[src/hdl/tcdm_pkg.sv]
/* shared widths, atomic opcodes, response metadata and
   sequencer states for the memory-bank adapter */
package tcdm_pkg;

  // --------------------
  // widths
  // --------------------

  // data word of the bank, fixed
  localparam int unsigned data_width = 32;
  // one enable per byte of the word
  localparam int unsigned be_width = data_width / 8;
  // core identifier carried with every request
  localparam int unsigned core_id_width = 4;
  // transaction tag chosen by the requester
  localparam int unsigned tag_width = 4;

  // --------------------
  // request metadata
  // --------------------

  // returned unchanged next to the read data
  typedef struct packed {
    logic [core_id_width-1:0] core_id;
    logic [tag_width-1:0]     tag;
  } meta_t;

  // --------------------
  // opcodes
  // --------------------

  // none is a plain load or store
  typedef enum logic [3:0] {
    amo_none = 4'h0,
    amo_swap = 4'h1,
    amo_add  = 4'h2,
    amo_and  = 4'h3,
    amo_or   = 4'h4,
    amo_xor  = 4'h5,
    amo_max  = 4'h6,
    amo_maxu = 4'h7,
    amo_min  = 4'h8,
    amo_minu = 4'h9,
    amo_lr   = 4'hA,
    amo_sc   = 4'hB
  } amo_op_t;

  // atomic sequencer FSM
  typedef enum logic [1:0] {
    idle,
    do_amo,
    write_back
  } amo_state_t;

endpackage
[src/hdl/tcdm_adapter.sv]
/* memory-bank adapter top: request path, SRAM port mux and response push,
   around the LR/SC reservation, atomic sequencer and response buffer */
`timescale 1ns/1ps

module tcdm_adapter #(
  parameter int unsigned AddrWidth   = 10,
  parameter bit          RegisterAmo = 1'b0
) (
  input  logic                            clk_i,
  input  logic                            rst_ni,
  // core side request
  input  logic                            in_valid_i,
  output logic                            in_ready_o,
  input  logic [AddrWidth-1:0]            in_address_i,
  input  tcdm_pkg::amo_op_t               in_amo_i,
  input  logic                            in_write_i,
  input  logic [tcdm_pkg::data_width-1:0] in_wdata_i,
  input  logic [tcdm_pkg::be_width-1:0]   in_be_i,
  input  tcdm_pkg::meta_t                 in_meta_i,
  // core side response
  output logic                            in_valid_o,
  input  logic                            in_ready_i,
  output logic [tcdm_pkg::data_width-1:0] in_rdata_o,
  output tcdm_pkg::meta_t                 in_meta_o,
  // SRAM side
  output logic                            out_req_o,
  output logic [AddrWidth-1:0]            out_add_o,
  output logic                            out_write_o,
  output logic [tcdm_pkg::data_width-1:0] out_wdata_o,
  output logic [tcdm_pkg::be_width-1:0]   out_be_o,
  input  logic [tcdm_pkg::data_width-1:0] out_rdata_i
);

  import tcdm_pkg::*;

  // request decode
  logic accept;
  logic is_store;
  logic is_sc;
  logic is_amo;

  // store-conditional status, used one cycle later
  logic sc_success;
  logic sc_q;
  logic sc_success_q;

  // atomic write-back command
  logic                  amo_busy;
  logic [AddrWidth-1:0]  wb_addr;
  logic [data_width-1:0] wb_data;

  // response push toward the buffer
  logic                  push_q;
  logic [data_width-1:0] push_data;

  // --------------------
  // request side
  // --------------------

  // a held response or a running atomic stalls new requests
  assign in_ready_o = !amo_busy && !(in_valid_o && !in_ready_i);
  assign accept     = in_valid_i && in_ready_o;

  assign is_store = in_write_i && (in_amo_i == amo_none);
  assign is_sc    = (in_amo_i == amo_sc);
  assign is_amo   = !(in_amo_i inside {amo_none, amo_lr, amo_sc});

  always_comb begin
    if (amo_busy) begin
      // sequencer owns the port for its write-back
      out_req_o   = 1'b1;
      out_write_o = 1'b1;
      out_add_o   = wb_addr;
      out_wdata_o = wb_data;
      out_be_o    = '1;
    end else begin
      // failed SC never reaches the bank
      out_req_o   = accept && !(is_sc && !sc_success);
      out_write_o = is_store || is_sc;
      out_add_o   = in_address_i;
      out_wdata_o = in_wdata_i;
      out_be_o    = in_be_i;
    end
  end

  // --------------------
  // response side
  // --------------------

  // reads return data next cycle, an SC returns its status instead
  always_ff @(posedge clk_i or negedge rst_ni) begin
    if (!rst_ni) begin
      push_q       <= 1'b0;
      sc_q         <= 1'b0;
      sc_success_q <= 1'b0;
    end else begin
      push_q       <= (out_req_o && !out_write_o) || (accept && is_sc);
      sc_q         <= accept && is_sc;
      sc_success_q <= sc_success;
    end
  end

  // 0 on success, 1 on failure
  assign push_data = sc_q ? {{(data_width-1){1'b0}}, !sc_success_q} : out_rdata_i;

  lrsc_reservation #(
    .AddrWidth(AddrWidth)
  ) i_lrsc (
    .clk_i       (clk_i),
    .rst_ni      (rst_ni),
    .accept_i    (accept),
    .op_i        (in_amo_i),
    .write_i     (is_store),
    .addr_i      (in_address_i),
    .core_i      (in_meta_i.core_id),
    .sc_success_o(sc_success)
  );

  amo_unit #(
    .AddrWidth  (AddrWidth),
    .RegisterAmo(RegisterAmo)
  ) i_amo (
    .clk_i      (clk_i),
    .rst_ni     (rst_ni),
    .start_i    (accept && is_amo),
    .op_i       (in_amo_i),
    .addr_i     (in_address_i),
    .operand_i  (in_wdata_i),
    .mem_rdata_i(out_rdata_i),
    .busy_o     (amo_busy),
    .wb_addr_o  (wb_addr),
    .wb_data_o  (wb_data)
  );

  resp_buffer i_resp (
    .clk_i      (clk_i),
    .rst_ni     (rst_ni),
    .meta_push_i(accept && !is_store),
    .meta_i     (in_meta_i),
    .data_push_i(push_q),
    .data_i     (push_data),
    .valid_o    (in_valid_o),
    .ready_i    (in_ready_i),
    .rdata_o    (in_rdata_o),
    .meta_o     (in_meta_o)
  );

endmodule

[src/hdl/resp_buffer.sv]
/* response buffer: two-entry metadata store paired with a
   fall-through read-data register */
`timescale 1ns/1ps

module resp_buffer (
  input  logic                            clk_i,
  input  logic                            rst_ni,
  // metadata arrives at request acceptance
  input  logic                            meta_push_i,
  input  tcdm_pkg::meta_t                 meta_i,
  // data arrives one cycle later
  input  logic                            data_push_i,
  input  logic [tcdm_pkg::data_width-1:0] data_i,
  // response handshake
  output logic                            valid_o,
  input  logic                            ready_i,
  output logic [tcdm_pkg::data_width-1:0] rdata_o,
  output tcdm_pkg::meta_t                 meta_o
);

  import tcdm_pkg::*;

  // --------------------
  // metadata store
  // --------------------

  meta_t      meta_mem [2];
  logic       wr_ptr_q;
  logic       rd_ptr_q;
  logic [1:0] count_q;
  logic       meta_valid;

  // --------------------
  // data register
  // --------------------

  logic                  data_full_q;
  logic [data_width-1:0] data_q;
  logic                  data_valid;

  logic pop;

  assign meta_valid = (count_q != 2'd0);
  assign meta_o     = meta_mem[rd_ptr_q];

  // empty register passes the incoming word straight through
  assign data_valid = data_full_q || data_push_i;
  assign rdata_o    = data_full_q ? data_q : data_i;

  // both halves are needed and leave together
  assign valid_o = meta_valid && data_valid;
  assign pop     = valid_o && ready_i;

  always_ff @(posedge clk_i or negedge rst_ni) begin
    if (!rst_ni) begin
      wr_ptr_q    <= 1'b0;
      rd_ptr_q    <= 1'b0;
      count_q     <= 2'd0;
      data_full_q <= 1'b0;
    end else begin
      if (meta_push_i) begin
        wr_ptr_q <= !wr_ptr_q;
      end
      if (pop) begin
        rd_ptr_q <= !rd_ptr_q;
      end
      count_q <= count_q + {1'b0, meta_push_i} - {1'b0, pop};
      // held word stays until popped, a pushed word stays unless taken at once
      if (data_full_q) begin
        data_full_q <= !pop || data_push_i;
      end else begin
        data_full_q <= data_push_i && !pop;
      end
    end
  end

  // storage only, the counters above say what is valid
  always_ff @(posedge clk_i) begin
    if (meta_push_i) begin
      meta_mem[wr_ptr_q] <= meta_i;
    end
    if (data_push_i && (data_full_q ? pop : !pop)) begin
      data_q <= data_i;
    end
  end

endmodule

[src/hdl/lrsc_reservation.sv]
/* single LR reservation and the store-conditional success decision */
`timescale 1ns/1ps

module lrsc_reservation #(
  parameter int unsigned AddrWidth = 10
) (
  input  logic                               clk_i,
  input  logic                               rst_ni,
  input  logic                               accept_i,
  input  tcdm_pkg::amo_op_t                  op_i,
  input  logic                               write_i,
  input  logic [AddrWidth-1:0]               addr_i,
  input  logic [tcdm_pkg::core_id_width-1:0] core_i,
  output logic                               sc_success_o
);

  import tcdm_pkg::*;

  // reservation: valid, address and owning core
  logic                     valid_q, valid_d;
  logic [AddrWidth-1:0]     addr_q, addr_d;
  logic [core_id_width-1:0] core_q, core_d;

  logic owner;
  logic is_amo;

  assign owner  = valid_q && (core_q == core_i);
  assign is_amo = !(op_i inside {amo_none, amo_lr, amo_sc});

  always_comb begin
    valid_d      = valid_q;
    addr_d       = addr_q;
    core_d       = core_q;
    sc_success_o = 1'b0;
    if (accept_i) begin
      // another core cannot steal a held reservation
      if (op_i == amo_lr && (!valid_q || owner)) begin
        valid_d = 1'b1;
        addr_d  = addr_i;
        core_d  = core_i;
      end
      // any store or atomic to the reserved word breaks it
      if (addr_i == addr_q && (write_i || is_amo)) begin
        valid_d = 1'b0;
      end
      // SC from the owner always consumes the reservation
      if (op_i == amo_sc && owner) begin
        valid_d      = 1'b0;
        sc_success_o = (addr_i == addr_q);
      end
    end
  end

  always_ff @(posedge clk_i or negedge rst_ni) begin
    if (!rst_ni) begin
      valid_q <= 1'b0;
    end else begin
      valid_q <= valid_d;
    end
  end

  always_ff @(posedge clk_i) begin
    addr_q <= addr_d;
    core_q <= core_d;
  end

endmodule

[src/hdl/amo_unit.sv]
/* atomic sequencer: captures the operation, claims the SRAM port
   and writes the ALU result back */
`timescale 1ns/1ps

module amo_unit #(
  parameter int unsigned AddrWidth   = 10,
  parameter bit          RegisterAmo = 1'b0
) (
  input  logic                            clk_i,
  input  logic                            rst_ni,
  input  logic                            start_i,
  input  tcdm_pkg::amo_op_t               op_i,
  input  logic [AddrWidth-1:0]            addr_i,
  input  logic [tcdm_pkg::data_width-1:0] operand_i,
  input  logic [tcdm_pkg::data_width-1:0] mem_rdata_i,
  output logic                            busy_o,
  output logic [AddrWidth-1:0]            wb_addr_o,
  output logic [tcdm_pkg::data_width-1:0] wb_data_o
);

  import tcdm_pkg::*;

  amo_state_t state_q, state_d;

  // captured operation
  amo_op_t               op_q;
  logic [AddrWidth-1:0]  addr_q;
  logic [data_width-1:0] operand_q;

  // new memory word
  logic [data_width-1:0] alu_result;
  logic [data_width-1:0] result_q;

  // --------------------
  // FSM
  // --------------------

  always_comb begin
    state_d = state_q;
    unique case (state_q)
      idle: begin
        if (start_i) begin
          state_d = do_amo;
        end
      end
      // old word is on mem_rdata_i here
      do_amo: begin
        state_d = RegisterAmo ? write_back : idle;
      end
      write_back: begin
        state_d = idle;
      end
      default: begin
        state_d = idle;
      end
    endcase
  end

  always_ff @(posedge clk_i or negedge rst_ni) begin
    if (!rst_ni) begin
      state_q <= idle;
      op_q    <= amo_none;
    end else begin
      state_q <= state_d;
      if (start_i) begin
        op_q <= op_i;
      end
    end
  end

  // address, operand and result are payload only
  always_ff @(posedge clk_i) begin
    if (start_i) begin
      addr_q    <= addr_i;
      operand_q <= operand_i;
    end
    if (state_q == do_amo) begin
      result_q <= alu_result;
    end
  end

  amo_alu i_alu (
    .op_i     (op_q),
    .mem_i    (mem_rdata_i),
    .operand_i(operand_q),
    .result_o (alu_result)
  );

  // --------------------
  // write-back command
  // --------------------

  assign busy_o    = (state_q != idle);
  assign wb_addr_o = addr_q;

  // with the cut path, do_amo rewrites the unchanged old word
  // and the real result follows from the register in write_back
  always_comb begin
    if (!RegisterAmo) begin
      wb_data_o = alu_result;
    end else if (state_q == write_back) begin
      wb_data_o = result_q;
    end else begin
      wb_data_o = mem_rdata_i;
    end
  end

endmodule

[src/hdl/amo_alu.sv]
/* atomic arithmetic on the old memory word and the request operand */
`timescale 1ns/1ps

module amo_alu (
  input  tcdm_pkg::amo_op_t               op_i,
  input  logic [tcdm_pkg::data_width-1:0] mem_i,
  input  logic [tcdm_pkg::data_width-1:0] operand_i,
  output logic [tcdm_pkg::data_width-1:0] result_o
);

  import tcdm_pkg::*;

  // compare ops run the adder as mem - operand
  logic is_cmp;
  logic is_unsigned;

  // one extra bit keeps the sign of the difference
  logic [data_width:0] ext_mem;
  logic [data_width:0] ext_operand;
  logic [data_width:0] adder_b;
  logic [data_width:0] sum;

  // mem below operand in the chosen signedness
  logic less;

  assign is_cmp      = op_i inside {amo_max, amo_maxu, amo_min, amo_minu};
  assign is_unsigned = op_i inside {amo_maxu, amo_minu};

  // sign extension unless an unsigned compare
  assign ext_mem     = {mem_i[data_width-1] & !is_unsigned, mem_i};
  assign ext_operand = {operand_i[data_width-1] & !is_unsigned, operand_i};

  // two's complement subtract by inversion plus carry in
  assign adder_b = is_cmp ? ~ext_operand : ext_operand;
  assign sum     = ext_mem + adder_b + {{data_width{1'b0}}, is_cmp};
  assign less    = sum[data_width];

  always_comb begin
    unique case (op_i)
      amo_swap: result_o = operand_i;
      amo_add:  result_o = sum[data_width-1:0];
      amo_and:  result_o = mem_i & operand_i;
      amo_or:   result_o = mem_i | operand_i;
      amo_xor:  result_o = mem_i ^ operand_i;
      // larger of the two
      amo_max, amo_maxu: begin
        result_o = less ? operand_i : mem_i;
      end
      // smaller of the two
      amo_min, amo_minu: begin
        result_o = less ? mem_i : operand_i;
      end
      // not an atomic, nothing to write
      default: result_o = '0;
    endcase
  end

endmodule

[config.mk]
export PLATFORM = sky130hd
export DESIGN_NAME = tcdm_adapter
export DESIGN_NICKNAME = d
export VERILOG_FILES = /design/src/hdl/tcdm_pkg.sv /design/src/hdl/tcdm_adapter.sv /design/src/hdl/resp_buffer.sv /design/src/hdl/lrsc_reservation.sv /design/src/hdl/amo_unit.sv /design/src/hdl/amo_alu.sv
export SDC_FILE = /design/constraint.sdc
export NUM_CORES = 1
export LEC_CHECK = 0
export ABC_AREA = 1
export BUFFER_PORTS_ARGS = -buffer_cell sky130_fd_sc_hd__buf_2
export CORE_MARGIN = 10
export CORE_UTILIZATION = 40
export CTS_BUF_LIST = sky130_fd_sc_hd__clkbuf_4
export DETAILED_ROUTE_END_ITERATION = 7
export GPL_ROUTABILITY_DRIVEN = 1
export GPL_TIMING_DRIVEN = 0
export PLACE_DENSITY = 0.57
export REMOVE_ABC_BUFFERS = 1
export SKIP_CTS_REPAIR_TIMING = 1
export SLEW_MARGIN = 40
export SYNTH_ARGS = -nofsm -noshare
export SYNTH_HDL_FRONTEND = slang
export SYNTH_HIERARCHICAL = 1
export SYNTH_SLANG_ARGS = --single-unit
[constraint.sdc]
create_clock -name clk_i -period 8 [get_ports clk_i]
set_input_delay 0 -clock clk_i [delete_from_list [all_inputs] [get_ports clk_i]]
set_output_delay 0 -clock clk_i [all_outputs]
set_load 0.03 [all_outputs]
---- After elaboration in Yosys (flattened, before gate mapping) ----
Memories as Yosys holds them, arrays and structs flattened.
Cells that the tools add are included.
word-level totals
  bits in registers ....................... 103
  bits in latches ......................... 0
  RAM bits ................................ 16
  ROM bits ................................ 0
  input port bits ......................... 95
  output and inout port bits .............. 90
  word-level logic and storage cells ...... 112
  memories kept ........................... 1
operators by class
  $add $sub $neg .......................... 4
  multipliers ............................. 0
  div/mod/pow operators ................... 0
  magnitude comparators ................... 0
  equal/unequal tests ..................... 14
  shift-type cells ........................ 0
  mux-type cells .......................... 22
  bitwise logic cells ..................... 6
  reduce and logical (&&, ||, !) cells .... 50
memory list
  memory           words  width  rd ports  clocked after Yosys merged registers in  wr ports  line               source
  i_resp.meta_mem  2      8      1         0                                        1         resp_buffer.sv:27  meta_t meta_mem [2];
operator list
  operator                                                               number
  32-bit case mux with 7 select lines                                    1
  32-bit two-way mux                                                     5
  33-bit by 1-bit adder with 33-bit output                               1
  33-bit adder                                                           1
  33-bit two-way mux                                                     1
  33-bit NOT                                                             1
  32-bit AND                                                             1
  32-bit OR                                                              1
  32-bit XOR                                                             1
  1-bit logical AND                                                      18
  4-bit by 3-bit equality test with 1-bit output, second input constant  4
  4-bit equality test, second input constant                             4
  1-bit zero test                                                        14
  1-bit two-way mux                                                      11
  10-bit equality test                                                   1
  10-bit two-way mux                                                     1
  4-bit by 2-bit equality test with 1-bit output, second input constant  2
  1-bit logical OR                                                       6
  2-bit nonzero test                                                     3
  3-bit nonzero test                                                     2
  4-bit by 1-bit equality test with 1-bit output, second input constant  1
  4-bit equality test                                                    1
  4-bit zero test                                                        1
  2-bit two-way mux                                                      2
  other kinds (9)                                                        12

---- Logic depth before layout (Yosys ltp) ----
Gate-level depths: netlist (run 1).
  depth in word-level cells ............... 14
  depth in mapped cells ................... 24
  gate-level depth less buffers ........... 23

---- Cells and area by module ----
The synthesis (run 1) kept the hierarchy.
modules (own cells, without submodules)
  module            instances  cells each  area each (um^2)  sequential area each (um^2)
  amo_alu           1          960         5746.8            0.0
  resp_buffer       1          211         2239.6            1566.5
  amo_unit          1          61          1438.9            1386.3
  tcdm_adapter      1          239         1027.2            75.1
  lrsc_reservation  1          94          809.5             445.4

---- Worst setup path after synthesis (run 1) ----
OpenSTA, ideal clock, no wires.
  path kind ............................... register to register
  start point ............................. reg i_resp.data_full_q
  end point ............................... reg i_amo.operand_q[0], enable pin
  setup time .............................. 450 ps
  arrival ................................. 3191 ps
  required time ........................... 7550 ps
  path slack .............................. 4359 ps
  cell stages (with the launch flop) ...... 11
  buffers on the path ..................... 1
  period minus slack after synthesis ...... 3641 ps
  cells stage by stage .................... dfrtp_1 -> buf_4 -> inv_4 -> nand2_4 -> nand2_1 -> inv_1 -> nand2_1 -> nand2_1 -> inv_2 -> nand2_2 -> nor2_1
on the way
  word-level cells in the longest chain between the ends .. 7
ends and longest elaborated chain
  what                    line                 source
  start, declared         resp_buffer.sv:37    logic data_full_q;
  start signal, assigned  resp_buffer.sv:70    data_full_q <= !pop || data_push_i;
  start signal, assigned  resp_buffer.sv:72    data_full_q <= data_push_i && !pop;
  1-bit logical OR        resp_buffer.sv:47    assign data_valid = data_full_q || data_push_i;
  1-bit logical AND       resp_buffer.sv:51    assign valid_o = meta_valid && data_valid;
  named net in_valid_o    tcdm_adapter.sv:21   output logic in_valid_o,
  1-bit logical AND       tcdm_adapter.sv:61   assign in_ready_o = !amo_busy && !(in_valid_o && !in_ready_i);
  1-bit zero test         tcdm_adapter.sv:61
  1-bit logical AND       tcdm_adapter.sv:61
  named net in_ready_o    tcdm_adapter.sv:13   output logic in_ready_o,
  1-bit logical AND       tcdm_adapter.sv:62   assign accept = in_valid_i && in_ready_o;
  1-bit logical AND       tcdm_adapter.sv:125  .start_i (accept && is_amo),
  end signal, assigned    amo_unit.sv:75       operand_q <= operand_i;
  end, declared           amo_unit.sv:28       logic [data_width-1:0] operand_q;
The timed path passes the listed nets, and every way through them passes these cells.
A chain may end at the register's enable or synchronous reset.

---- Worst setup path after layout (run 1) ----
  start point ............................. reg i_amo.op_q[1]
  end point ............................... out out_wdata_o[15] (netlist name)
on the way
  word-level cells in the longest chain between the ends .. 11
  elaborated cells on any way between the ends .. 24
  those cells by class .................... 2 x add/sub; 9 x eq/ne; 5 x mux; 3 x bitwise; 5 x reduce/logical
ends and longest elaborated chain
  what                                                                                          line                                         source
  start, declared                                                                               amo_unit.sv:26                               amo_op_t op_q;
  start signal, assigned                                                                        amo_unit.sv:62                               op_q <= amo_none;
  start signal, assigned                                                                        amo_unit.sv:66                               op_q <= op_i;
  4-bit by 3-bit equality test with 1-bit output / 4-bit equality test (equally long branches)  amo_alu.sv:26, amo_alu.sv:27, amo_alu.sv:39
  2-bit nonzero test                                                                            amo_alu.sv:27                                assign is_unsigned = op_i inside {amo_maxu, amo_minu};
  1-bit zero test                                                                               amo_alu.sv:30, amo_alu.sv:31
  1-bit AND                                                                                     amo_alu.sv:31                                assign ext_operand = {operand_i[data_width-1] & !is_unsigned, operand_i};
  33-bit NOT                                                                                    amo_alu.sv:34                                assign adder_b = is_cmp ? ~ext_operand : ext_operand;
  33-bit two-way mux                                                                            amo_alu.sv:34
  33-bit adder                                                                                  amo_alu.sv:35                                assign sum = ext_mem + adder_b + {{data_width{1'b0}}, is_cmp};
  33-bit by 1-bit adder with 33-bit output                                                      amo_alu.sv:35
  32-bit two-way mux, on equally long branches                                                  amo_alu.sv:51, amo_alu.sv:47
  32-bit case mux with 7 select lines *                                                         amo_alu.sv:39                                unique case (op_i)
  named net wb_data[15]                                                                         tcdm_adapter.sv:50                           logic [data_width-1:0] wb_data;
  32-bit two-way mux *                                                                          tcdm_adapter.sv:69                           if (amo_busy) begin
  end, declared                                                                                 tcdm_adapter.sv:29                           output logic [tcdm_pkg::data_width-1:0] out_wdata_o,
Mark *: on every way through the listed nets, which the timed path passes. The rest lies on a longest branch.

==> key figures, run 1 <==
Status
  • Status: complete, no violations

Setup path
  • CP bufs+invs: 3
  • WP data required: 8.00 ns
  • Reg2Reg Depth: 14
  • Crit-path leading delay family: simple AND/OR/NAND/NOR gates
  • Reg2reg start: i_resp/data_full_q$_DFF_PN0_
  • Crit path launch type: register
  • Worst EP arrival: 4.64 ns
  • Slowest CP cell: nand2_4
  • Worst path max stage delay: 0.53 ns
  • Stages on the worst setup path: 19
  • Setup slack, reg-to-reg: 4.67 ns
  • Most used cell, CP: nand2_1
  • R2r endpoint: i_amo/op_q[0]$_DFFE_PN0P_
  • CP Max Fanout: 60
  • Worst setup path end: out_wdata_o[15]
  • CP Class: reg2out
  • Cell Chain, Critical Path: inv_2, nand3_1, nand2_4, buf_12, xor2_1, ha_1, a21oi_1, nand2_1, a21oi_1, nand2_2, nand2_2, nand3_1, nand2_4, nand2_1, o211ai_1, nand3_1, nand2_1, nand2_1, buf_2
  • Crit path from: i_amo/op_q[1]$_DFFE_PN0P_
  • CP Capture Type: primary output

Yosys
  • EDFF count, synth: 104
  • Top FF cell, synth: edfxtp_1
  • Syn Inst Count: 1565
  • Synth warn: 6
  • Register area share after synthesis: 30.8%
  • Asr flop ratio synth: 11.9%
  • Yosys cell types: 50
  • Mapped Area: 11300 µm²
  • Syn_area_per_cell: 7.20 µm²
  • #FFs+latches synth: 118

CTS
  • H-tree depth: 4
  • Clock transition at the registers of the reported paths: 0.13 ns
  • CTS tree: done
  • Clock insertion delay at the later pin of the skew report: 0.59 ns
  • Clk root buf: clkbuf_4
  • Clock buffer depth: 2
  • Num CTS Buffers: 17
  • Number of clock sinks: 118

Drt
  • Number of vias in the routed layout: 11000
  • Post-route ant nets: 0
  • WL/cell: 16.2 µm
  • DR pass1 iterations: 5
  • Final wirelength: 35800 µm
  • 1st-iter DRT viols: 749
  • Post-route DRC violation count: 0
  • DR vias/cell: 4.98

Global route
  • First-pass GRT wire length: 57000 µm
  • Gr ovfl total: 0
  • GRT Util Overall: 19.8%
  • Initial antenna violation count: 1
  • Largest net degree at the start of global routing: 67
  • Vias in the first global route: 10700

Cells and area
  • Layout Nets: 2015
  • Share of cells above drive strength 1: 18.2%
  • Area of the multi-input gates: 6700 µm²
  • Reg area: 3480 µm²
  • Core Util, Final: 50.2%
  • Synthesis-to-layout area growth: 23.8%
  • FILL cells: 2834

Power
  • Max IR drop VDD: 0.406 mV
  • PwrDens: 380 nW/µm²
  • Static Leakage: 0.00689 µW
  • Tot Pwr: 5290 µW

Floorplan
  • Die W: 188 µm
  • Die height: 188 µm
  • I/O Pins: 185
  • Num rows: 61
  • Die area: 35300 µm²
  • Initial Util: 40.5%
  • Core ar.: 27800 µm²

Timing
  • Unrepaired setup endpoints after global routing: false
  • Fmax: 216 MHz
  • Count of final setup violators: 0
  • Fin Clk Skew: 0.0192 ns
  • Crit path time final: 4.64 ns
  • Period utilization: 58.0%
  • Hold_ws: 0.125 ns
  • Relative slew slack: 44.1%
  • Final hold viol count: 0
  • Slew Viols, Final: 0
  • Worst slew pin tran: 0.838 ns
  • Setup TNS: 0 ns

Placement
  • Global placer's final weighted congestion: 0.887
  • Post-detail-place hpwl: 26400 µm
  • Number of I/O port buffers: 184

Run
  • Max Cap Viol: 0

Hold path
  • Hold Crit Class: in2reg
-- synth_stat cells (3+ instances only) --
library cell	n	area share (%)
a21oi_1	67	3.0
a221oi_1	10	0.78
a31oi_1	3	0.17
and2_1	3	0.17
buf_12	3	0.53
buf_2	27	1.2
buf_4	6	0.40
buf_6	4	0.40
clkbuf_1	16	0.53
dfrtp_1	14	3.1
edfxtp_1	104	28
ha_1	97	11
inv_1	195	6.5
inv_2	14	0.47
nand2_1	524	17
nand2_2	18	1.0
nand3_1	100	4.4
nand3b_1	12	0.80
nand4_1	6	0.33
nor2_1	120	4.0
nor2_2	4	0.22
nor3_1	9	0.40
nor3_2	3	0.27
o2111ai_1	3	0.23
o211ai_1	35	2.3
o211ai_2	32	3.6
o21a_1	4	0.27
o21ai_0	45	2.0
o21bai_1	6	0.40
o221ai_1	7	0.54
o22ai_1	4	0.22
or2_1	4	0.22
or2_2	4	0.22
xnor2_1	4	0.31
xor2_1	38	3.0
-- layout make-up --
type / instances / share of cell area [%]
multi-input cells: 1178 / 48.1
flip-flops and latches: 118 / 25.0
repair buffers: 297 / 15.5
inverters: 210 / 5.72
well taps: 378 / 3.39
clock inverters: 14 / 1.44
clock buffers: 17 / 0.915
diodes: 1 / 0.0180
-- cells by family (layout without fill, tap and decap cells) --
family                   Yosys count  in the layout  share of synthesized area, %
other                              0              1                             0
AND/OR/NAND/NOR                  815            815                          30.5
buffers and inverters            269            538                          10.4
flip-flops                       118            118                          30.8
AO/OA/AOI/OAI                    223            223                          14.1
XOR/XNOR                          42             42                          3.27
adder cells (fa/ha/maj)           98             98                          11.0
-- flip-flops by register name, summed over array words and instances, names as in the netlist --
signal / cells
i_resp/rd_ptr_q: 1
sc_success_q: 1
sc_q: 1
i_resp/meta_mem: 16
i_amo/op_q: 4
i_lrsc/addr_q: 10
i_resp/data_full_q: 1
i_amo/wb_addr_o: 10
i_amo/operand_q: 32
i_resp/wr_ptr_q: 1
i_resp/data_q: 32
i_lrsc/core_q: 4
i_lrsc/valid_q: 1
i_amo/state_q: 1
i_resp/count_q: 2
push_q: 1
-- worst min path at each step --
stage	start	cells past startpoint	to	slack [ns]
after floorplan	rst_ni	0	i_amo/op_q[0]$_DFFE_PN0P_	-0.30
after global placement	rst_ni	1	i_resp/rd_ptr_q$_DFFE_PN0P_	-0.08
after detailed placement	rst_ni	1	i_resp/rd_ptr_q$_DFFE_PN0P_	-0.08
after CTS	rst_ni	1	i_resp/rd_ptr_q$_DFFE_PN0P_	-0.77
after global routing	in_wdata_i[6]	2	i_amo/operand_q[6]$_DFFE_PP_	0.08
final	in_wdata_i[5]	2	i_amo/operand_q[5]$_DFFE_PP_	0.13
-- report_power, final --
part / total (µW) / leakage, µW / switching [µW] / internal [µW]
clock: 519 / 0.000174 / 269 / 250
combinational: 3860 / 0.00559 / 2660 / 1210
sequential: 911 / 0.00113 / 105 / 806
-- per-layer routing --
layer,global-route usage (%),vias up,share of wire [%]
li1,-,5649,-
met1,24.6,5044,45
met2,33.3,299,47
met3,5.23,39,5.8
met4,5.26,0,1.6
met5,0,-,0
-- through the flow --
| stage | setup slack, ns | cells | cell area, µm² |
|---|---|---|---|
| finish | 3.36 | 2213 | 13900 |
| global route | 3.01 | 2213 | 13900 |
| CTS | 3.28 | 2116 | 13000 |
| detailed placement | 3.99 | 2085 | 12600 |
| global placement | 1.38 | 2068 | 12300 |
| floorplan | 3.84 | 1506 | 10900 |
-- placed cells by master, fill, tap and decap left out, types with 4 or more instances in the layout --
cell / count
buf_8: 6
o21a_1: 4
clkbuf_4: 17
buf_16: 4
o22ai_1: 4
dlygate4sd3_1: 96
ha_1: 97
nor3_1: 8
inv_1: 193
clkinv_4: 4
or2_2: 4
nor2_1: 116
o211ai_1: 35
a21oi_1: 66
edfxtp_1: 104
nor2_2: 4
nand3_1: 99
buf_2: 187
xnor2_1: 4
nand2_2: 18
bufinv_16: 4
o211ai_2: 32
xor2_1: 38
nand4_1: 6
a221oi_1: 10
nand2_1: 522
o21bai_1: 6
nor2_4: 6
o21ai_0: 45
inv_2: 13
o221ai_1: 7
or2_1: 4
dfrtp_1: 11
nand3b_1: 12
No activity file was read; power rests on OpenSTA's default activity.
==> run 2: changes to the inputs <==
--- a/config.mk
+++ b/config.mk
@@ -5,7 +5,7 @@
 export SDC_FILE = /design/constraint.sdc
 export NUM_CORES = 1
 export LEC_CHECK = 0
-export ABC_AREA = 1
+export ABC_AREA = 0
 export BUFFER_PORTS_ARGS = -buffer_cell sky130_fd_sc_hd__buf_2
 export CORE_MARGIN = 10
 export CORE_UTILIZATION = 40
@@ -13,7 +13,7 @@
 export DETAILED_ROUTE_END_ITERATION = 7
 export GPL_ROUTABILITY_DRIVEN = 1
 export GPL_TIMING_DRIVEN = 0
-export PLACE_DENSITY = 0.57
+export PLACE_DENSITY = 0.6
 export REMOVE_ABC_BUFFERS = 1
 export SKIP_CTS_REPAIR_TIMING = 1
 export SLEW_MARGIN = 40
==> constraint.sdc (replaced) <==
create_clock -name clk_i -period 4.05 [get_ports clk_i]
set_input_delay 0 -clock clk_i [delete_from_list [all_inputs] [get_ports clk_i]]
set_output_delay 0 -clock clk_i [all_outputs]
set_load 0.03 [all_outputs]
==> key figures, run 2 <==
Cells and area
  • Core Util, Final: 53.8% (+3.6 points)
  • Top Registers: i_amo/operand_q: 32 flops, i_resp/data_q: 32 flops, i_resp/meta_mem: 16 flops
  • Share of cells above drive strength 1: 34.3% (+16 points)
  • FILL cells: 2166 (-24%)
  • Synthesis-to-layout area growth: 32.7%
  • Fin cells: 1588 (-28%)
  • Layout Nets: 1443 (-28%)
  • Commonest non-fill, non-tap cells in the layout: buf_2, edfxtp_1, dlygate4sd3_1, ha_1, inv_1
  • Commonest non-fill, non-tap cell in the layout: buf_2

Floorplan
  • Core ar.: 24300 µm² (-12%)
  • I/O Pins: 185 (unchanged)
  • Die W: 177 µm (-5.7%)
  • Die height: 177 µm (-5.7%)
  • Die area: 31300 µm² (-11%)
  • Initial Util: 40.5% (about the same)
  • Num rows: 57 (-6.6%)

Power
  • PwrDens: 758 nW/µm² (+100%)
  • Comb pwr share: 71.9% (-1.1 points)
  • Power share of the clock group: 9.4% (-0.4 points)
  • Static Leakage: 0.00568 µW (-18%)
  • Tot Pwr: 9920 µW (+87%)
  • Max IR drop VDD: 0.269 mV (-34%)
  • Sw power: 4800 µW (+58%)
  • Switching Share: 48.4% (-8.8 points)
  • Flop pwr share: 18.7% (+1.5 points)
  • P_int: 5120 µW (+130%)

Yosys
  • Yosys cell types: 73 (+46%)
  • Synth warn: 6 (unchanged)
  • EDFF count, synth: 104 (unchanged)
  • Synth top area cells: edfxtp_1, ha_1, mux2_2
  • Register area share after synthesis: 35.2% (+4.4 points)
  • Count leader, synth: edfxtp_1
  • Largest area contributor in the netlist: edfxtp_1
  • Syn_area_per_cell: 10.5 µm² (+46%)
  • #FFs+latches synth: 118 (unchanged)
  • Top FF cell, synth: edfxtp_1
  • Syn Inst Count: 940 (-40%)
  • Asr flop ratio synth: 11.9% (unchanged)
  • Mapped Area: 9860 µm² (-12%)
  • Post-synth top cells: edfxtp_1, ha_1, inv_1
  • Synth top area share: 31.7% (+3.9 points)

Setup path
  • Worst EP arrival: 5.01 ns (+0.37 ns)
  • Reg2reg start: i_resp/data_full_q$_DFF_PN0_
  • WP data required: 4.05 ns (-3.95 ns)
  • Most used cell, CP: buf_12
  • Worst path max stage delay: 0.47 ns (-0.06 ns)
  • CP Max Fanout: 14 (-77%)
  • Slowest CP cell: dfrtp_2
  • Crit path from: i_amo/op_q[1]$_DFFE_PN0P_
  • Crit path launch type: register
  • CP Class: reg2out
  • CP Capture Type: primary output
  • Cell Chain, Critical Path: and3b_2, nor2_4, buf_12, xnor2_4, ha_4, a21o_1, or3_4, o221a_4, a21oi_4, o211ai_4, a41oi_4, buf_12, mux2i_2, or2_4, a221o_1, mux2_2, buf_2

Timing
  • Fin Clk Skew: 0.0249 ns (+0.00567 ns)
  • Worst slew pin tran: 0.756 ns (-0.0824 ns)
  • Fmax: 200 MHz
  • Period utilization: 124%
  • Count of final setup violators: 32 (+32)
  • Slew Viols, Final: 0 (unchanged)
  • Crit path time final: 5.01 ns
  • Relative slew slack: 49.6% (+5.6 points)
  • Slack of the critical path: -0.960 ns (-4.32 ns)
  • Unrepaired setup endpoints after global routing: true
  • Final hold viol count: 0 (unchanged)

Placement
  • Global placer's final weighted congestion: 0.871 (-1.8%)
  • Pre-CTS setup slack: -1.20 ns (-5.19 ns)
  • Post-detail-place hpwl: 20500 µm (-22%)
  • Number of I/O port buffers: 184 (unchanged)
  • Placed cells: 1421 (-32%)

Global route
  • First-pass GRT wire length: 43000 µm (-25%)
  • GRT Util Overall: 17.1% (-2.8 points)
  • Largest net degree at the start of global routing: 34 (-49%)
  • Gr ovfl total: 0 (unchanged)
  • Vias in the first global route: 7939 (-26%)
  • Initial antenna violation count: 2 (+1)

Drt
  • DR pass1 iterations: 5 (unchanged)
  • Post-route DRC violation count: 0 (unchanged)
  • Final wirelength: 29400 µm (-18%)
  • WL/cell: 18.5 µm (+14%)
  • Number of vias in the routed layout: 8404 (-24%)
  • DR vias/cell: 5.29 (+6.2%)
  • 1st-iter DRT viols: 440 (-41%)
  • Post-route ant nets: 0 (unchanged)

Status
  • Status: complete, but fails checks
  • Violated checks: negative setup slack

Run
  • Max Cap Viol: 0 (unchanged)

CTS
  • Number of clock sinks: 118 (unchanged)
  • Num CTS Buffers: 17 (unchanged)
  • CTS tree: done
  • Clock buffer depth: 2 (unchanged)
  • Clk root buf: clkbuf_4
  • Clock insertion delay at the later pin of the skew report: 0.57 ns (-0.02 ns)
  • Clock transition at the registers of the reported paths: 0.15 ns (+0.02 ns)
  • H-tree depth: 4 (unchanged)

Hold path
  • Hold_sp: in_write_i
  • Hold Crit Class: in2reg
-- run 2: cell count changes after synthesis, sizes merged, moves of 19 or more --
cell	previous run	this run
mux2	0	87
nand3	103	9
a221o	0	32
xnor2	4	60
o211ai	67	7
nor2b	0	38
xor2	38	19
buf	42	17
nor2	126	46
inv	210	78
nand2	544	36
-- run 2: worst max-delay path: cells and delay by family (launching register included) --
kind,cells,cell delay [ns]
AOI/OAI and AO/OA,6,1.24
xor gates and xnor gates,1,0.12
adders and majority gates,1,0.23
buffers and inverters,3,0.52
DFF,1,0.47
muxes,2,0.60
and+or+nand+nor,4,1.24
-- run 2: final timing paths --
kind                            slack [ns]  cells past startpoint                               to
max in group asynchronous             3.02                      3     i_amo/state_q[0]$_DFFE_PN0P_
worst max-delay path                 -0.96                     17                  out_wdata_o[29]
worst min register to register        0.50                      1      i_resp/wr_ptr_q$_DFFE_PN0P_
worst min-delay path                  0.02                      4      i_resp/wr_ptr_q$_DFFE_PN0P_
min in group asynchronous             0.52                      3                 push_q$_DFF_PN0_
worst max register to register        1.37                      7  i_resp/meta_mem[0][0]$_DFFE_PP_
-- run 2: power by group through the flow --
| stage | sequential (µW) | combinational, µW | clock [µW] |
|---|---|---|---|
| floorplan | 1860 | 4530 | 0 |
| global placement | 1960 | 5920 | 0 |
| detailed placement | 1890 | 6160 | 0 |
| CTS | 1860 | 6200 | 972 |
| global route | 1890 | 7720 | 1020 |
| finish | 1850 | 7130 | 933 |
-- run 2: per-layer routing --
metal  track usage (%)  up-vias  wire length (µm)
met1              22.0     4061             13600
li1                  -     4108                 -
met2              28.0      213             13900
met4              3.47        2               256
met3              4.67       20              1590
met5                 0        -                12
-- run 2: layout make-up --
class                           count  area [µm²]  area share [%]
Inverter                           78         293            2.24
Sequential cell                   118        3490            26.6
Antenna cell                        1        2.50          0.0191
Multi-Input combinational cell    703        6130            46.8
Tap cell                          324         405            3.10
Timing Repair Buffer              332        2470            18.9
Clock inverter                     15         176            1.35
Clock buffer                       17         128           0.975
-- run 2: cell families after synthesis --
family,after synthesis,synth area share (%)
AO/OA/AOI/OAI,239,17.4
XOR/XNOR,79,7.02
adder cells (fa/ha/maj),98,12.5
buffers and inverters,122,5.66
flip-flops,118,35.2
multiplexers,95,11.9
AND/OR/NAND/NOR,189,10.3
-- run 2: metrics by stage --
stage,instance area [µm²],hold slack (ns),setup TNS [ns]
4_1_cts,11500,-0.738,-56.49
2_1_floorplan,9590,-0.296,-63.20
3_3_place_gp,10900,-0.0749,-224.90
6_report,13100,0.0239,-28.72
3_5_place_dp,11200,-0.0708,-35.28
5_1_grt,13100,0.0332,-34.04
==> run 3: changes to the inputs <==
--- a/config.mk
+++ b/config.mk
@@ -14,7 +14,6 @@
 export GPL_ROUTABILITY_DRIVEN = 1
 export GPL_TIMING_DRIVEN = 0
 export PLACE_DENSITY = 0.6
-export REMOVE_ABC_BUFFERS = 1
 export SKIP_CTS_REPAIR_TIMING = 1
 export SLEW_MARGIN = 40
 export SYNTH_ARGS = -nofsm -noshare
==> key figures, run 3 (synthesis results as in run 2) <==
Status
  • Status: complete, but fails checks
  • Violated checks: negative hold slack, negative setup slack

Floorplan
  • Die W: 177 µm (unchanged)
  • I/O Pins: 185 (unchanged)
  • Initial Util: 40.5% (unchanged)
  • Num rows: 57 (unchanged)
  • Die height: 177 µm (unchanged)
  • Core ar.: 24300 µm² (unchanged)
  • Die area: 31300 µm² (unchanged)

Global route
  • First-pass GRT wire length: 46600 µm (+8.3%)
  • Vias in the first global route: 8389 (+5.7%)
  • Largest net degree at the start of global routing: 18 (-47%)
  • Gr ovfl total: 0 (unchanged)
  • Initial antenna violation count: 1 (-1)
  • GRT Util Overall: 18.9% (+1.8 points)

Power
  • Power share of the clock group: 8.5% (-0.9 points)
  • Sw power: 5010 µW (+4.4%)
  • P_int: 5590 µW (+9.3%)
  • PwrDens: 772 nW/µm² (+1.9%)
  • Static Leakage: 0.00604 µW (+6.2%)
  • Switching Share: 47.3% (-1.1 points)
  • Max IR drop VDD: 0.404 mV (+50%)
  • Comb pwr share: 74.8% (+2.9 points)
  • Flop pwr share: 16.7% (-2.0 points)

CTS
  • Num CTS Buffers: 17 (unchanged)
  • Clock transition at the registers of the reported paths: 0.14 ns (about the same)
  • H-tree depth: 4 (unchanged)
  • Number of clock sinks: 118 (unchanged)
  • Clock buffer depth: 2 (unchanged)
  • Clock insertion delay at the later pin of the skew report: 0.56 ns (about the same)
  • Clk root buf: clkbuf_4
  • CTS tree: done

Setup path
  • Worst EP arrival: 5.28 ns (+0.27 ns)
  • WP data required: 4.05 ns (about the same)
  • CP Max Fanout: 8 (-6)
  • Crit path launch type: register
  • CP Capture Type: primary output
  • CP Class: reg2out

Cells and area
  • Layout Nets: 1487 (+3.0%)
  • Synthesis-to-layout area growth: 39.3%
  • Reg area: 3480 µm² (-0.25%)
  • Commonest non-fill, non-tap cell in the layout: buf_2
  • Final Instance Area: 13700 µm² (+4.9%)
  • Top Registers: i_amo/operand_q: 32 flops, i_resp/data_q: 32 flops, i_resp/meta_mem: 16 flops
  • Commonest non-fill, non-tap cells in the layout: buf_2, edfxtp_1, ha_1, dlygate4sd3_1, inv_1
  • FILL cells: 2075 (-4.2%)
  • Area of the multi-input gates: 6210 µm² (+1.3%)
  • Share of cells above drive strength 1: 34.1% (-0.16 points)

Timing
  • Fmax: 190 MHz (-5.0%)
  • Count of final setup violators: 32 (unchanged)
  • Hold_ws: -0.00917 ns (-0.0330 ns)
  • Slew Viols, Final: 0 (unchanged)
  • Setup TNS: -37.07 ns (-8.34 ns)
  • Unrepaired setup endpoints after global routing: true
  • Period utilization: 130% (+6.5 points)
  • Fin Clk Skew: 0.0308 ns (+0.00596 ns)
  • Crit path time final: 5.28 ns (+0.265 ns)
  • Final hold viol count: 1 (+1)
  • Worst slew pin tran: 0.991 ns (+0.235 ns)
  • Slack of the critical path: -1.23 ns (-0.265 ns)
  • Relative slew slack: 33.9% (-16 points)

Drt
  • DR pass1 iterations: 5 (unchanged)
  • Post-route ant nets: 0 (unchanged)
  • Number of vias in the routed layout: 8756 (+4.2%)
  • Post-route DRC violation count: 0 (unchanged)
  • 1st-iter DRT viols: 710 (+61%)
  • Final wirelength: 32300 µm (+9.8%)
  • WL/cell: 19.8 µm (+6.9%)
  • DR vias/cell: 5.37 (+1.4%)

Placement
  • Post-detail-place hpwl: 22700 µm (+11%)
  • Number of I/O port buffers: 184 (unchanged)
  • Global placer's final weighted congestion: 0.899 (+3.2%)
  • Placement-stage cell area: 11500 µm² (+2.0%)

Hold path
  • Hold Crit Class: in2reg

Run
  • Max Cap Viol: 0 (unchanged)

Yosys
  • Post-Synthesis Net Count: 1133
run 3: worst paths after layout:
| path | slack, ns | startpoint | end | cells after the start |
|---|---|---|---|---|
| setup / recovery | -1.23 | i_amo/op_q[1]$_DFFE_PN0P_ | out_wdata_o[2] | 18 |
| hold / removal | -0.009 | in_valid_i | push_q$_DFF_PN0_ | 4 |
| setup reg to reg | 1.69 | i_resp/data_full_q$_DFF_PN0_ | i_lrsc/addr_q[0]$_DFFE_PP_ | 10 |
| hold reg to reg | 0.51 | i_resp/wr_ptr_q$_DFFE_PN0P_ | i_resp/wr_ptr_q$_DFFE_PN0P_ | 1 |
| max in group asynchronous | 3.11 | rst_ni | i_amo/op_q[3]$_DFFE_PN0P_ | 3 |
| min in group asynchronous | 0.49 | rst_ni | i_resp/rd_ptr_q$_DFFE_PN0P_ | 3 |
run 3: layout make-up:
class	count	area share, %
Clock buffer	17	0.929
Inverter	78	2.13
Tap cell	324	2.95
Clock inverter	15	1.05
Antenna cell	1	0.0182
Sequential cell	118	25.3
Multi-Input combinational cell	700	45.2
Buffer	42	2.60
Timing Repair Buffer	337	19.8
run 3: worst max-delay path, stage by stage, from the launching register on:
cell and delay [ns]:
dfrtp_2 0.47, and3b_1 0.21, buf_8 0.12, nor2_4 0.29
buf_12 0.18, xnor2_4 0.12, ha_4 0.23, a21o_1 0.19
or3_4 0.33, o221a_4 0.27, a21oi_4 0.20, o211ai_4 0.14
a41oi_4 0.46, buf_6 0.18, mux2i_4 0.08, or3_4 0.47
a221o_1 0.36, mux2_4 0.28, buf_6 0.14
run 3: per-layer routing:
metal	wire [µm]	global-route usage, %	vias up
met5	0	0	-
met4	373	5.32	0
met3	2120	4.93	27
met2	15400	30.9	272
met1	14400	24.0	4262
li1	-	-	4195
run 3: through the flow:
stage	power, µW	util [%]	hold WS [ns]	worst slack, ns	instances
CTS	9240	48.3	-0.746	-1.78	1485
floorplan	6700	-	-0.296	-0.254	940
finish	10600	56.5	-0.00917	-1.23	1632
global placement	8200	46.6	-0.0847	-1.16	1448
global route	11300	56.5	-0.000862	-1.44	1632
detailed placement	8290	47.1	-0.0842	-1.12	1453
run 3: power groups by stage:
stage / clock [µW] / combinational, µW / sequential [µW]
4_1_cts: 935 / 6540 / 1770
3_5_place_dp: 0 / 6500 / 1800
2_1_floorplan: 0 / 4940 / 1760
3_3_place_gp: 0 / 6400 / 1800
6_report: 903 / 7930 / 1770
5_1_grt: 971 / 8540 / 1810
